### src/include/smpc_pad_cfg.svh
`ifndef SMPC_PAD_CFG_SVH
`define SMPC_PAD_CFG_SVH

// Port data / direction register width
// TH, TR, TL and the data nibble
`define SMPC_PAD_PIN_W 7

// Data nibble on the low pins
`define SMPC_PAD_DATA_W 4

// Handshake step counter
// Needs to hold step 16 for the 3D pad
`define SMPC_PAD_STEP_W 5

// Pad button word and analog axis
`define SMPC_PAD_BTN_W 16
`define SMPC_PAD_AXIS_W 8

// Racing wheel ID, sent as B then F
`define SMPC_PAD_ID_WHEEL_HI 4'hB
`define SMPC_PAD_ID_WHEEL_LO 4'hF

// Analog pad ID nibbles
`define SMPC_PAD_ID_MISSION 4'h5
`define SMPC_PAD_ID_3D 4'h6

// Signed axis to unsigned
// Sign bit of the high nibble is inverted
`define SMPC_PAD_AXIS_FLIP 4'h8

`endif

### src/verilog/smpc_pad_pkg.sv
`include "smpc_pad_cfg.svh"

package smpc_pad_pkg;

	// Peripheral type code, as set by the host
	// Mouse only reserves its code, no protocol behind it
	typedef enum logic [2:0] {
		pad_digital      = 3'd0,
		pad_off          = 3'd1,
		pad_wheel        = 3'd2,
		pad_mission      = 3'd3,
		pad_3d           = 3'd4,
		pad_dual_mission = 3'd5,
		pad_mouse        = 3'd6
	} pad_type_e;

	// Pad state from the host side
	// Axes are signed, centre at 0
	typedef struct packed {
		logic [`SMPC_PAD_BTN_W-1:0]  buttons;
		logic [`SMPC_PAD_AXIS_W-1:0] axis_x;
		logic [`SMPC_PAD_AXIS_W-1:0] axis_y;
	} pad_in_t;

	// Port pins by function
	typedef struct packed {
		logic                        th;
		logic                        tr;
		logic                        tl;
		logic [`SMPC_PAD_DATA_W-1:0] data;
	} pad_pins_t;

	// Same 7 bits, either as a mask word or as pins
	typedef union packed {
		logic [`SMPC_PAD_PIN_W-1:0] raw;
		pad_pins_t                  pins;
	} pad_pins_u;

	// Handshake output, TL plus nibble
	typedef struct packed {
		logic                        tl;
		logic [`SMPC_PAD_DATA_W-1:0] data;
	} pad_serial_t;

endpackage

### src/verilog/pad_handshake.sv
`timescale 1ns/1ps

`include "smpc_pad_cfg.svh"

module pad_handshake (
	input  logic                      CLK,
	input  logic                      RST_N,
	input  logic                      smpc_ce,
	input  smpc_pad_pkg::pad_pins_u   pdr_out,
	input  smpc_pad_pkg::pad_type_e   pad_type,
	input  smpc_pad_pkg::pad_in_t     pad_in,
	output smpc_pad_pkg::pad_serial_t serial
);
	import smpc_pad_pkg::*;

	logic [`SMPC_PAD_STEP_W-1:0] step;
	logic [`SMPC_PAD_DATA_W-1:0] step_nib;
	logic [`SMPC_PAD_DATA_W-1:0] idle_nib;
	logic [`SMPC_PAD_DATA_W-1:0] x_hi;
	logic [`SMPC_PAD_DATA_W-1:0] x_lo;
	logic [`SMPC_PAD_DATA_W-1:0] y_hi;
	logic [`SMPC_PAD_DATA_W-1:0] y_lo;
	logic                        is_wheel;
	logic                        is_3d;
	logic                        is_analog;
	logic                        step_live;
	logic                        want_tr;
	logic                        level_ok;
	logic                        abort;

	assign is_wheel  = (pad_type == pad_wheel);
	assign is_3d     = (pad_type == pad_3d);
	assign is_analog = is_wheel || is_3d || (pad_type == pad_mission);

	// High axis nibbles get their sign flipped
	assign x_hi = pad_in.axis_x[7:4] ^ `SMPC_PAD_AXIS_FLIP;
	assign x_lo = pad_in.axis_x[3:0];
	assign y_hi = pad_in.axis_y[7:4] ^ `SMPC_PAD_AXIS_FLIP;
	assign y_lo = pad_in.axis_y[3:0];

	// Steps 0 and 1 both wait for TR high
	// then TR follows the step parity
	assign want_tr  = (step < 5'd2) ? 1'b1 : step[0];
	assign level_ok = !pdr_out.pins.th && (pdr_out.pins.tr == want_tr);
	assign abort    = pdr_out.pins.th && pdr_out.pins.tr;

	// Idle nibble is 0 for the wheel and 1 otherwise
	assign idle_nib = is_wheel ? 4'h0 : 4'h1;

	// Nibble table per type
	// step_live low once the sequence is used up
	always_comb begin
		step_nib  = '0;
		step_live = 1'b0;
		if (is_wheel) begin
			step_live = 1'b1;
			case (step)
				5'd0,
				5'd1: step_nib = `SMPC_PAD_ID_WHEEL_HI;
				5'd2,
				5'd3: step_nib = `SMPC_PAD_ID_WHEEL_LO;
				5'd4: step_nib = pad_in.buttons[15:12];
				5'd5: step_nib = pad_in.buttons[11:8];
				// Bit 7 of the buttons is not sent
				5'd6: step_nib = {1'b1, pad_in.buttons[6:4]};
				5'd7: step_nib = 4'hF;
				5'd8: step_nib = x_hi;
				5'd9: step_nib = x_lo;
				default: step_live = 1'b0;
			endcase
		end else if (is_analog) begin
			step_live = 1'b1;
			case (step)
				5'd0,
				5'd1,
				5'd2: step_nib = 4'h1;
				// Type ID tells mission and 3D apart
				5'd3: step_nib = is_3d ? `SMPC_PAD_ID_3D : `SMPC_PAD_ID_MISSION;
				5'd4: step_nib = pad_in.buttons[15:12];
				5'd5: step_nib = pad_in.buttons[11:8];
				5'd6: step_nib = pad_in.buttons[7:4];
				5'd7: step_nib = pad_in.buttons[3:0];
				5'd8: step_nib = x_hi;
				5'd9: step_nib = x_lo;
				5'd10: step_nib = y_hi;
				5'd11: step_nib = y_lo;
				// Trigger bytes sent as zero
				5'd12,
				5'd13: step_nib = 4'h0;
				// Mission stops after step 13
				5'd14: begin
					step_nib  = 4'h0;
					step_live = is_3d;
				end
				5'd15: step_nib = 4'h1;
				default: step_live = 1'b0;
			endcase
		end
	end

	// Handshake registers
	// Only analog types move
	always_ff @(posedge CLK or negedge RST_N) begin
		if (!RST_N) begin
			step        <= '0;
			serial.tl   <= 1'b1;
			serial.data <= '0;
		end else if (smpc_ce && is_analog) begin
			if (abort) begin
				// Host restarts the read
				step        <= '0;
				serial.tl   <= 1'b1;
				serial.data <= idle_nib;
			end else if (step_live && level_ok) begin
				serial.data <= step_nib;
				// TL echoes the TR level just seen
				serial.tl   <= want_tr;
				step        <= (step < 5'd2) ? 5'd2 : step + 5'd1;
			end
		end
	end

endmodule

### src/verilog/pad_pin_mux.sv
`timescale 1ns/1ps

`include "smpc_pad_cfg.svh"

module pad_pin_mux (
	input  smpc_pad_pkg::pad_pins_u   pdr_out,
	input  smpc_pad_pkg::pad_pins_u   ddr,
	input  smpc_pad_pkg::pad_type_e   pad_type,
	input  logic [`SMPC_PAD_BTN_W-1:0] buttons,
	input  smpc_pad_pkg::pad_serial_t serial,
	output smpc_pad_pkg::pad_pins_u   pdr_in
);
	import smpc_pad_pkg::*;

	logic [1:0] sel_dir;
	logic [1:0] sel_lvl;
	logic [3:0] nib_last;

	// TH/TR direction and level, as select codes
	assign sel_dir = {ddr.pins.th, ddr.pins.tr};
	assign sel_lvl = {pdr_out.pins.th, pdr_out.pins.tr};

	// Last nibble, L trigger plus fixed 100
	assign nib_last = {buttons[3], 3'b100};

	always_comb begin
		// Driven bits read back, undriven float high
		pdr_in.raw = (pdr_out.raw & ddr.raw) | ~ddr.raw;
		case (pad_type)
			pad_digital: begin
				if (sel_dir == 2'b10) begin
					// TH-only select
					pdr_in.pins.data = pdr_out.pins.th ? nib_last : buttons[15:12];
				end else if (sel_dir == 2'b11) begin
					// TH/TR select, four nibbles
					case (sel_lvl)
						2'b00: pdr_in.pins.data = buttons[7:4];
						2'b01: pdr_in.pins.data = buttons[15:12];
						2'b10: pdr_in.pins.data = buttons[11:8];
						default: pdr_in.pins.data = nib_last;
					endcase
				end
			end
			pad_wheel,
			pad_mission,
			pad_3d: begin
				// Handshake owns TL and nibble
				pdr_in.pins.tl   = serial.tl;
				pdr_in.pins.data = serial.data;
			end
			// Off and dual mission keep plain readback
			default: ;
		endcase
	end

endmodule

### src/verilog/smpc_pad_ports.sv
`timescale 1ns/1ps

module smpc_pad_ports (
	input  logic                    CLK,
	input  logic                    RST_N,
	input  logic                    smpc_ce,

	// Port 1
	input  smpc_pad_pkg::pad_pins_u pdr1_out,
	input  smpc_pad_pkg::pad_pins_u ddr1,
	input  smpc_pad_pkg::pad_type_e pad1_type,
	input  smpc_pad_pkg::pad_in_t   pad1_in,
	output smpc_pad_pkg::pad_pins_u pdr1_in,

	// Port 2
	input  smpc_pad_pkg::pad_pins_u pdr2_out,
	input  smpc_pad_pkg::pad_pins_u ddr2,
	input  smpc_pad_pkg::pad_type_e pad2_type,
	input  smpc_pad_pkg::pad_in_t   pad2_in,
	output smpc_pad_pkg::pad_pins_u pdr2_in
);
	import smpc_pad_pkg::*;

	pad_serial_t port1_serial;
	pad_serial_t port2_serial;

	// Port 1 handshake and pins
	pad_handshake port1_hs (
		.CLK      (CLK),
		.RST_N    (RST_N),
		.smpc_ce  (smpc_ce),
		.pdr_out  (pdr1_out),
		.pad_type (pad1_type),
		.pad_in   (pad1_in),
		.serial   (port1_serial)
	);

	pad_pin_mux port1_mux (
		.pdr_out  (pdr1_out),
		.ddr      (ddr1),
		.pad_type (pad1_type),
		.buttons  (pad1_in.buttons),
		.serial   (port1_serial),
		.pdr_in   (pdr1_in)
	);

	// Port 2, fully independent of port 1
	pad_handshake port2_hs (
		.CLK      (CLK),
		.RST_N    (RST_N),
		.smpc_ce  (smpc_ce),
		.pdr_out  (pdr2_out),
		.pad_type (pad2_type),
		.pad_in   (pad2_in),
		.serial   (port2_serial)
	);

	pad_pin_mux port2_mux (
		.pdr_out  (pdr2_out),
		.ddr      (ddr2),
		.pad_type (pad2_type),
		.buttons  (pad2_in.buttons),
		.serial   (port2_serial),
		.pdr_in   (pdr2_in)
	);

endmodule
### config.mk
export PLATFORM = sky130hd
export DESIGN_NAME = smpc_pad_ports
export DESIGN_NICKNAME = d
export VERILOG_FILES = /design/src/verilog/smpc_pad_pkg.sv /design/src/verilog/pad_handshake.sv /design/src/verilog/pad_pin_mux.sv /design/src/verilog/smpc_pad_ports.sv
export VERILOG_INCLUDE_DIRS = /design/src /design/src/include
export SDC_FILE = /design/constraint.sdc
export NUM_CORES = 1
export LEC_CHECK = 0
export BUFFER_PORTS_ARGS = -buffer_cell sky130_fd_sc_hd__buf_2
export CAP_MARGIN = 20
export CORE_MARGIN = 5
export CORE_UTILIZATION = 50
export DETAILED_ROUTE_END_ITERATION = 12
export GPL_TIMING_DRIVEN = 0
export PLACE_DENSITY = 0.82
export SYNTH_ARGS = -nofsm -noshare
export SYNTH_HDL_FRONTEND = slang
export SYNTH_SLANG_ARGS = --single-unit
### constraint.sdc
create_clock -name CLK -period 3.15 [get_ports CLK]
set_clock_uncertainty 0.2 [all_clocks]
set_input_delay 0.315 -clock CLK [delete_from_list [all_inputs] [get_ports CLK]]
set_output_delay 0.315 -clock CLK [all_outputs]
set_load 0.05 [all_outputs]
==> results of run 1 <==
-- area by class of cell --
cell class	instances	share of cell area (%)
multi-input combinational	326	61.45
timing repair buffer	110	15.38
sequential	20	13.96
buffer	26	3.291
tap	72	2.494
inverter	22	2.286
clock buffer	3	1.143
-- cell usage in the layout (no fill, tap or decap), drive strengths merged, types with 3 or more instances in the layout --
master and n:
buf 118, nor2 32, o21ai 31, a21oi 29, nand2 28, inv 22
clkbuf 20, nor2b 18, dfrtp 18, nand2b 16, a22o 13, mux2i 12
nand3b 11, ha 10, nor3 9, a221oi 8, mux2 7, a31oi 6
nand3 6, nor3b 6, a221o 5, o211ai 4, a211oi 4, a22oi 4
nor4 4, o21a 4, and2 4, a21boi 4, and3 3, o22ai 3
a32oi 3, o31ai 3, a2111oi 3, a21o 3
-- synth_stat cells (all sizes together), types with 10 or more instances --
cell,number
a21oi,29
a22o,13
clkbuf,18
dfrtp,18
ha,10
inv,22
mux2i,12
nand2,28
nand2b,16
nand3b,11
nor2,32
nor2b,18
o21ai,31
-- how the worst min path moves through the flow --
stage	depth (start not counted)	endpoint	slack, ps	start
4_1_cts	3	port1_hs.step[4]$_DFFE_PN0P_	260	pdr1_out[5]
5_1_grt	3	port1_hs.step[4]$_DFFE_PN0P_	310	pdr1_out[5]
6_report	3	port1_hs.step[4]$_DFFE_PN0P_	270	pdr1_out[5]
2_1_floorplan	0	port1_hs.serial[0]$_DFFE_PN0P_	-180	RST_N
3_3_place_gp	1	port1_hs.step[0]$_DFFE_PN0P_	80	RST_N
3_5_place_dp	1	port1_hs.step[0]$_DFFE_PN0P_	90	RST_N
-- worst reg2reg max path, stage by stage (launching register included) --
cell and delay, ps:
dfrtp_2 500, clkbuf_1 320, buf_2 270, and3_1 180, ha_1 210, inv_1 60, a31o_1 170, a311o_1 370
or4b_1 530, nand3_1 90
-- through the flow --
| stage | setup slack (ps) | total power [W] | instances |
|---|---|---|---|
| after floorplan | 107.9 | 0.001638 | 395 |
| after global placement | -14.21 | 0.002008 | 576 |
| after detailed placement | -45.08 | 0.002052 | 576 |
| after CTS | 65.31 | 0.002223 | 579 |
| after global routing | 4.625 | 0.002444 | 579 |
| final | 156.4 | 0.002246 | 579 |
-- routing by layer --
metal  vias to the layer above  wire length, microns
li1                       1721                     -
met2                       195                  4557
met4                         0                   167
met5                         -                     0
met3                        19                   844
met1                      1655                  3848
-- registers in the layout, indices dropped and copies added, names as in the netlist --
register,count
port1_hs.serial,5
port1_hs.step,5
port2_hs.serial,5
port2_hs.step,5
-- timing repair --
item | in CTS | in global routing
endpoints found under the hold margin | 18 | 0
resized for setup | 0 | 5
hold buffers | 1 | 0
buffers inserted | 0 | 0
endpoints found under the setup margin | 2 | 9
-- power by group --
part	switching, W	internal (W)
Sequential	0.000119	0.000372
Combinational	0.000964	0.000629
Clock	0.0000763	0.0000850
Total	0.00116	0.00109
-- cells by family after synthesis --
| logic type | count (synthesis) | share of synthesized area, % |
|---|---|---|
| xor gates and xnor gates | 1 | 0.2995 |
| buffers and inverters | 49 | 6.929 |
| muxes | 21 | 8.340 |
| and+or+nand+nor | 147 | 27.59 |
| adders and majority gates | 10 | 4.277 |
| AOI/OAI and AO/OA | 147 | 35.37 |
| DFF | 20 | 17.19 |
==> impl_metrics.toml, run 1 <==
[setup_path]
crit_path_end_kind = "primary output"
critPathRequiredTime_ps = 2630
crit_top_cell = "buf_2"
worst_setup_path_start_kind = "primary input"
crit_type = "in2out"
worstPathArrival_ps = 2480
ff2ff_path_depth = 9
worst-path-max-fanout = 8
critPathBufInv = 3
crit_path_end = "pdr1_in[3]"
r2r_setup_slack_ps = 190
reg2reg_from = "port1_hs.step[3]$_DFFE_PN0P_"
slowest_stage = "mux4_2"
slowest_delay_ps = 550
startpoint = "pdr1_out[5]"
crit_cells = 9
worstPathCellList = "buf_2 > nor2b_1 > clkbuf_1 > mux4_2 > a2111oi_0 > a211oi_1 > nor2_1 > a21oi_1 > buf_2"
critPathTopFamily = "buffers and inverters"
r2r_end = "port1_hs.step[3]$_DFFE_PN0P_"

[synthesis]
yosysTopAreaCell = "dfrtp_1"
synth_area_leaders = "dfrtp_1, a21oi_1, o21ai_0, ha_1, mux2i_1"
ys_ff_latch = 20
avgSynthCellArea_sq_um = 7.406
async_reset_ff_share_pct = 100.0
syn_nets = 506
syn_area_sq_mm = 0.002925
syn_inst = 395
yosysTopAreaCellShare_pct = 15.40
synth_warnings = 0
synth-edff-count = 0
yosysUniqueCellTypes = 66
synthFlopType = "dfrtp_1"
seq_area_frac_synth_pct = 17.19

[timing]
slew_violations = 0
fmax_mhz = 334.1
hold_viol = 0
final-setup-viol-count = 0
rsz0062_at_grt = "false"
period_share_pct = 95.03
relSlewSlack_pct = 50.68
tns_ps = 0
period_minus_slack_ps = 2994
worst_pin_slew_ps = 721.1
holdWs_ps = 266.9

[final_layout]
syn_to_final_growth_pct = 23.48
multi_input_area_sq_mm = 0.002220
fillers = 525
stdcell_area_sq_mm = 0.003612
finish.utilization_pct = 64.41
antenna_cells = 0
regArea_sq_um = 504.2
fin_nets = 620
layout-drive-gt1-share_pct = 26.82

[drt]
wl_per_cell_microns = 16.27
drtIter0Drc = 265
ant_nets = 0
via_count = 3590
avgViaCountPerCell = 6.200
drcViolationCount = 0
routed_wl_mm = 9.418
firstDrtPassIters = 5

[die]
die-width_microns = 86.49
start_util_pct = 52.16
ios = 115
die_h_microns = 86.49
coreArea_sq_mm = 0.005608
core.rowCount = 27
dieArea_sq_mm = 0.007481

[grt]
grt_pass1_wl_mm = 15.41
met2_usage_pct = 43.53
track_usage_pct = 24.51
grt_max_degree = 21
antenna_found_initial = 0
grt_util_met3_pct = 3.327
top_usage_layer = "met2"
grt_pass1_vias = 3423
grt_use_met1_pct = 31.09
grt-ovfl-total = 0

[clock_tree]
numCtsBuffers = 3
cts_tree = "done"
clk_latency_ps = 250
cts_sinks = 20
h-tree-depth = 1
clockRootBuffer = "clkbuf_8"
cts.path.max_buffers = 2
path_clk_slew_ps = 70

[pwr]
irDropWorstVdd_mv = 0.4077
power.density_mw_per_mm2 = 621.7
p_leak_nw = 1.583

[placement]
post-dp-hpwl_mm = 7.693
finalWeightedCongestion = 0.9418
postPlaceCellArea_sq_mm = 0.003561
io_buffers = 109

[status]
status = "completed"

[run]
maxCapViolCount = 0

[hold_path]
hp-class = "in2reg"
Power figures use the tool's default switching activity.
==> run 2: changes to the inputs <==
--- a/config.mk
+++ b/config.mk
@@ -9,10 +9,11 @@
 export BUFFER_PORTS_ARGS = -buffer_cell sky130_fd_sc_hd__buf_2
 export CAP_MARGIN = 20
 export CORE_MARGIN = 5
-export CORE_UTILIZATION = 50
+export CORE_UTILIZATION = 51
+export CTS_BUF_LIST = sky130_fd_sc_hd__clkbuf_8
 export DETAILED_ROUTE_END_ITERATION = 12
 export GPL_TIMING_DRIVEN = 0
-export PLACE_DENSITY = 0.82
+export PLACE_DENSITY = 0.83
 export SYNTH_ARGS = -nofsm -noshare
 export SYNTH_HDL_FRONTEND = slang
 export SYNTH_SLANG_ARGS = --single-unit
==> impl_metrics.toml, run 2 (synthesis gave the netlist of run 1 again) <==
[status]
status = "completed"

[final_layout]
antenna_cells = 0
fin_nets = 620
final_cell_mix = "buf_2, nor2_1, a21oi_1"
layout-drive-gt1-share_pct = 26.82
syn_to_final_growth_pct = 23.48
stdcell_area_sq_mm = 0.003612
finish.utilization_pct = 65.20
final_common_cell = "buf_2"

[placement]
finalWeightedCongestion = 0.9348
postPlaceCellArea_sq_mm = 0.003561
io_buffers = 109
post-dp-hpwl_mm = 7.639
pre_cts_ws_ps = -49.32

[setup_path]
slowest_delay_ps = 530
critPathTopFamily = "simple AND/OR/NAND/NOR gates"
slowest_stage = "or4b_1"
crit_path_end_kind = "flip-flop"
reg2reg_from = "port1_hs.step[3]$_DFFE_PN0P_"
ff2ff_path_depth = 9
critPathBufInv = 3
worstPathArrival_ps = 2960
crit_type = "reg2reg"
r2r_setup_slack_ps = 180
worst-path-max-fanout = 13
worstPathCellList = "clkbuf_1 > buf_2 > and3_1 > ha_1 > inv_1 > a31o_1 > a311o_1 > or4b_1 > nand3_1"
worst_setup_path_start_kind = "flip-flop"
critPathRequiredTime_ps = 3130
r2r_end = "port1_hs.step[3]$_DFFE_PN0P_"

[hold_path]
worst_hold_startpoint = "pdr1_out[5]"
worst_hold_path.endpoint = "port1_hs.step[4]$_DFFE_PN0P_"
hp-class = "in2reg"
whs_path_depth = 3

[grt]
grt_pass1_wl_mm = 15.64
track_usage_pct = 25.01
grt_use_met1_pct = 33.27
grt_max_degree = 21
grt_pass1_vias = 3438
grt_util_met3_pct = 4.323
met2_usage_pct = 41.60
grt-ovfl-total = 0
top_usage_layer = "met2"
antenna_found_initial = 0

[timing]
worst_pin_slew_ps = 784.8
period_minus_slack_ps = 2974
slew_violations = 0
setup_slack_ps = 176.2
final-setup-viol-count = 0
period_share_pct = 94.40
relSlewSlack_pct = 46.33
hold_viol = 0
fmax_mhz = 336.3
rsz0062_at_grt = "false"

[pwr]
p_seq_share_pct = 21.8
p_sw_share_pct = 51.86
p_switching_w = 0.001170
p_leak_nw = 1.583
irDropWorstVdd_mv = 0.3497
pwr-share-clk_pct = 7.0
power.total_w = 0.002256
power.density_mw_per_mm2 = 624.5
p_comb_share_pct = 71.2
intPower_w = 0.001086

[clock_tree]
path_clk_slew_ps = 60
h-tree-depth = 1
cts_tree = "done"
cts.path.max_buffers = 2
cts_setup_buffers = 0
cts_sinks = 20
numCtsBuffers = 3
clk_latency_ps = 250
clockRootBuffer = "clkbuf_8"

[die]
dieArea_sq_mm = 0.007350
start_util_pct = 52.80
core.rowCount = 27
coreArea_sq_mm = 0.005540
die_h_microns = 85.74
die-width_microns = 85.74
ios = 115

[run]
maxCapViolCount = 0

[drt]
avgViaCountPerCell = 6.273
wl_per_cell_microns = 16.40
drcViolationCount = 0
drtIter0Drc = 397
via_count = 3632
firstDrtPassIters = 6
routed_wl_mm = 9.497
ant_nets = 0
==> run 2: area by class of cell <==
type / instances / area, sq um
Multi-Input combinational cell: 326 / 2220
Fill cell: 498 / 1928
Timing Repair Buffer: 110 / 555.5
Sequential cell: 20 / 504.2
Buffer: 26 / 118.9
Tap cell: 72 / 90.09
Inverter: 22 / 82.58
Clock buffer: 3 / 41.29
==> run 2: routing by layer <==
metal	part of all wire (%)	up-vias
met1	41	1656
met2	47	225
li1	-	1724
met5	0	-
met4	2.4	0
met3	9.8	27
==> run 2: worst max path at each step <==
stage                                 start                      endpoint  slack [ps]  depth (start not counted)
2_1_floorplan                   pdr2_out[5]                    pdr2_in[2]         110                          7
3_3_place_gp   port1_hs.step[3]$_DFFE_PN0P_  port1_hs.step[3]$_DFFE_PN0P_         -20                         10
3_5_place_dp   port1_hs.step[3]$_DFFE_PN0P_  port1_hs.step[3]$_DFFE_PN0P_         -50                         10
4_1_cts        port1_hs.step[2]$_DFFE_PN0P_  port1_hs.step[3]$_DFFE_PN0P_          50                          9
5_1_grt                         pdr1_out[5]                    pdr1_in[3]          20                          9
6_report       port1_hs.step[3]$_DFFE_PN0P_  port1_hs.step[3]$_DFFE_PN0P_         180                          9
==> run 2: metrics by stage <==
step	hold WS (ps)	cells	setup TNS, ps
2_1_floorplan	-180.6	395	0
4_1_cts	272.3	579	0
5_1_grt	295.7	579	0
3_3_place_gp	76.61	576	-17.22
6_report	279.2	579	0
3_5_place_dp	78.58	576	-77.53
==> run 2: tightest hold or removal path, stage by stage <==
cell and delay [ps]:
buf_2 120, a21o_1 180, o31ai_1 70
==> run 2: timing repair <==
action | in CTS | in global routing
pin swaps | 0 | 0
gates resized for setup | 0 | 5
hold endpoints to repair | 18 | 0
endpoints found under the setup margin | 4 | 9
hold buffers | 1 | 0
==> run 2: power by group through the flow <==
stage / Sequential, W / Clock, W / Combinational [W]
global placement: 0.000482 / 0 / 0.00152
detailed placement: 0.000490 / 0 / 0.00155
finish: 0.000492 / 0.000157 / 0.00161
floorplan: 0.000455 / 0 / 0.00118
global route: 0.000513 / 0.000173 / 0.00175
CTS: 0.000488 / 0.000162 / 0.00156
==> run 3: changes to the inputs <==
--- a/config.mk
+++ b/config.mk
@@ -6,14 +6,16 @@
 export SDC_FILE = /design/constraint.sdc
 export NUM_CORES = 1
 export LEC_CHECK = 0
+export ABC_AREA = 1
 export BUFFER_PORTS_ARGS = -buffer_cell sky130_fd_sc_hd__buf_2
 export CAP_MARGIN = 20
 export CORE_MARGIN = 5
-export CORE_UTILIZATION = 51
+export CORE_UTILIZATION = 53
 export CTS_BUF_LIST = sky130_fd_sc_hd__clkbuf_8
 export DETAILED_ROUTE_END_ITERATION = 12
 export GPL_TIMING_DRIVEN = 0
-export PLACE_DENSITY = 0.83
+export PLACE_DENSITY = 0.92
+export REMOVE_ABC_BUFFERS = 1
 export SYNTH_ARGS = -nofsm -noshare
 export SYNTH_HDL_FRONTEND = slang
 export SYNTH_SLANG_ARGS = --single-unit
==> impl_metrics.toml, run 3 <==
[final_layout]
fillers = 586
fin_nets = 824
finish.utilization_pct = 65.34
layout-drive-gt1-share_pct = 22.36
final_cell_mix = "nand2_1, buf_2, nand3_1"
antenna_cells = 0
syn_to_final_growth_pct = 19.52
final_common_cell = "nand2_1"

[grt]
grt_pass1_vias = 3917
antenna_found_initial = 0
grt-ovfl-total = 0
track_usage_pct = 26.39
grt_max_degree = 21
grt_pass1_wl_mm = 16.77

[placement]
finalWeightedCongestion = 0.9658
io_buffers = 114
post-dp-hpwl_mm = 8.691
pre_cts_ws_ps = 690.6

[synthesis]
yosysTopAreaCell = "nand2_1"
synth_warnings = 0
synthFlopType = "dfrtp_1"
synth_most_common_cell = "nand2_1"
synth-edff-count = 0
syn_area_sq_mm = 0.003237
synthTopCellsByCount = "nand2_1, nand3_1, nor2_1"
synth_area_leaders = "nand2_1, dfrtp_1, nand3_1, nor2_1, inv_1"
seq_area_frac_synth_pct = 15.54
yosysTopAreaCellShare_pct = 23.89
syn_inst = 601
async_reset_ff_share_pct = 100.0
yosysUniqueCellTypes = 30
avgSynthCellArea_sq_um = 5.386
ys_ff_latch = 20

[setup_path]
startpoint = "pad2_type[0]"
crit_cells = 10
crit_path_end = "pdr2_in[2]"
crit_path_end_kind = "primary output"
critPathBufInv = 4
r2r_end = "port2_hs.step[1]$_DFFE_PN0P_"
worst_setup_path_start_kind = "primary input"
r2r_setup_slack_ps = 720
crit_type = "in2out"
critPathTopFamily = "buffers and inverters"
worstPathCellList = "buf_2 > inv_1 > nand2_1 > a21oi_2 > nor2_1 > inv_1 > a21oi_1 > o21ai_0 > nand3_1 > buf_2"
critPathRequiredTime_ps = 2630
slowest_stage = "a21oi_1"
reg2reg_from = "port2_hs.step[0]$_DFFE_PN0P_"
worst-path-max-fanout = 6
ff2ff_path_depth = 15
slowest_delay_ps = 310
worstPathArrival_ps = 1970

[timing]
rsz0062_at_grt = "false"
fmax_mhz = 402.3
hold_viol = 0
period_share_pct = 78.92
slew_violations = 0
final-setup-viol-count = 0
period_minus_slack_ps = 2486
relSlewSlack_pct = 66.46
setup_slack_ps = 664.2
worst_pin_slew_ps = 501.2

[pwr]
power.density_mw_per_mm2 = 505.3
p_leak_nw = 2.234
irDropWorstVdd_mv = 0.3020
power.total_w = 0.001955

[drt]
routed_wl_mm = 10.31
ant_nets = 0
via_count = 4305
firstDrtPassIters = 6
drtIter0Drc = 355
avgViaCountPerCell = 5.477
wl_per_cell_microns = 13.12
drcViolationCount = 0

[die]
coreArea_sq_mm = 0.005921
ios = 115
start_util_pct = 54.67
die-width_microns = 88.15
dieArea_sq_mm = 0.007770
die_h_microns = 88.15
core.rowCount = 28

[status]
status = "completed"

[clock_tree]
clk_latency_ps = 250
cts.path.max_buffers = 2
clockRootBuffer = "clkbuf_8"
path_clk_slew_ps = 70
numCtsBuffers = 3
h-tree-depth = 1
cts_resized = 0
cts_tree = "done"
cts_sinks = 20

[run]
maxCapViolCount = 0

[hold_path]
hp-class = "reg2reg"
worst_hold_startpoint = "port1_hs.serial[1]$_DFFE_PN0P_"
run 3: final cells by class:
cell class	instances	area, sq um	area share, %
repair buffers	115	580.6	15.01
inverters	81	304.0	7.859
well taps	75	93.84	2.426
multi-input cells	492	2346	60.64
flip-flops and latches	20	503.0	13.00
clock buffers	3	41.29	1.067
run 3: worst reg2reg max path, delay by kind of cell (launching register included):
family	cells	cell delay, ps
compound gates	1	60
fa+ha+maj	1	220
buf+inv	2	200
flops	1	450
simple gates	11	1180
run 3: what timing repair did:
item / 4_1_cts / 5_1_grt
buffers inserted: 0 / 0
endpoints found under the hold margin: 18 / 0
hold buffers: 1 / 0
run 3: how the worst min path moves through the flow:
stage,end,slack (ps),depth (start not counted)
floorplan,port1_hs.serial[0]$_DFFE_PN0P_,-180,0
global placement,port1_hs.step[3]$_DFFE_PN0P_,80,1
detailed placement,port1_hs.step[3]$_DFFE_PN0P_,80,1
CTS,port1_hs.serial[1]$_DFFE_PN0P_,280,2
global route,port2_hs.serial[4]$_DFFE_PN1P_,310,2
finish,port1_hs.serial[1]$_DFFE_PN0P_,290,2
run 3: where the power goes:
group,switching (W),total [W],internal (W)
Sequential,0.0000790,0.000417,0.000338
Combinational,0.000943,0.00138,0.000434
Clock,0.0000759,0.000161,0.0000849
run 3: stage by stage:
step | setup TNS (ps) | hold slack (ps) | cells | cell area, sq um
finish | 0 | 287.8 | 786 | 3869
global route | 0 | 306.3 | 786 | 3869
CTS | 0 | 284.9 | 786 | 3869
detailed placement | 0 | 78.02 | 782 | 3817
global placement | 0 | 75.58 | 782 | 3817
floorplan | -319.6 | -180.6 | 593 | 3153
run 3: cell families (layout without fill, tap and decap cells):
logic type               count (synthesis)  count (layout)  synth area share (%)
flip-flops                              20              20                 15.54
buffers and inverters                   89             199                 11.98
XOR/XNOR                                 5               5                 1.353
AND/OR/NAND/NOR                        415             415                 55.08
AO/OA/AOI/OAI                           62              62                 12.18
adder cells (fa/ha/maj)                 10              10                 3.865
run 3: layer usage:
metal  vias up  global-route usage (%)  wire [microns]
met4         0                   7.830             163
met5         -                       0               0
li1       2147                       -               -
met1      1925                   34.74            4374
met3        19                   3.481             864
met2       214                   45.07            4911
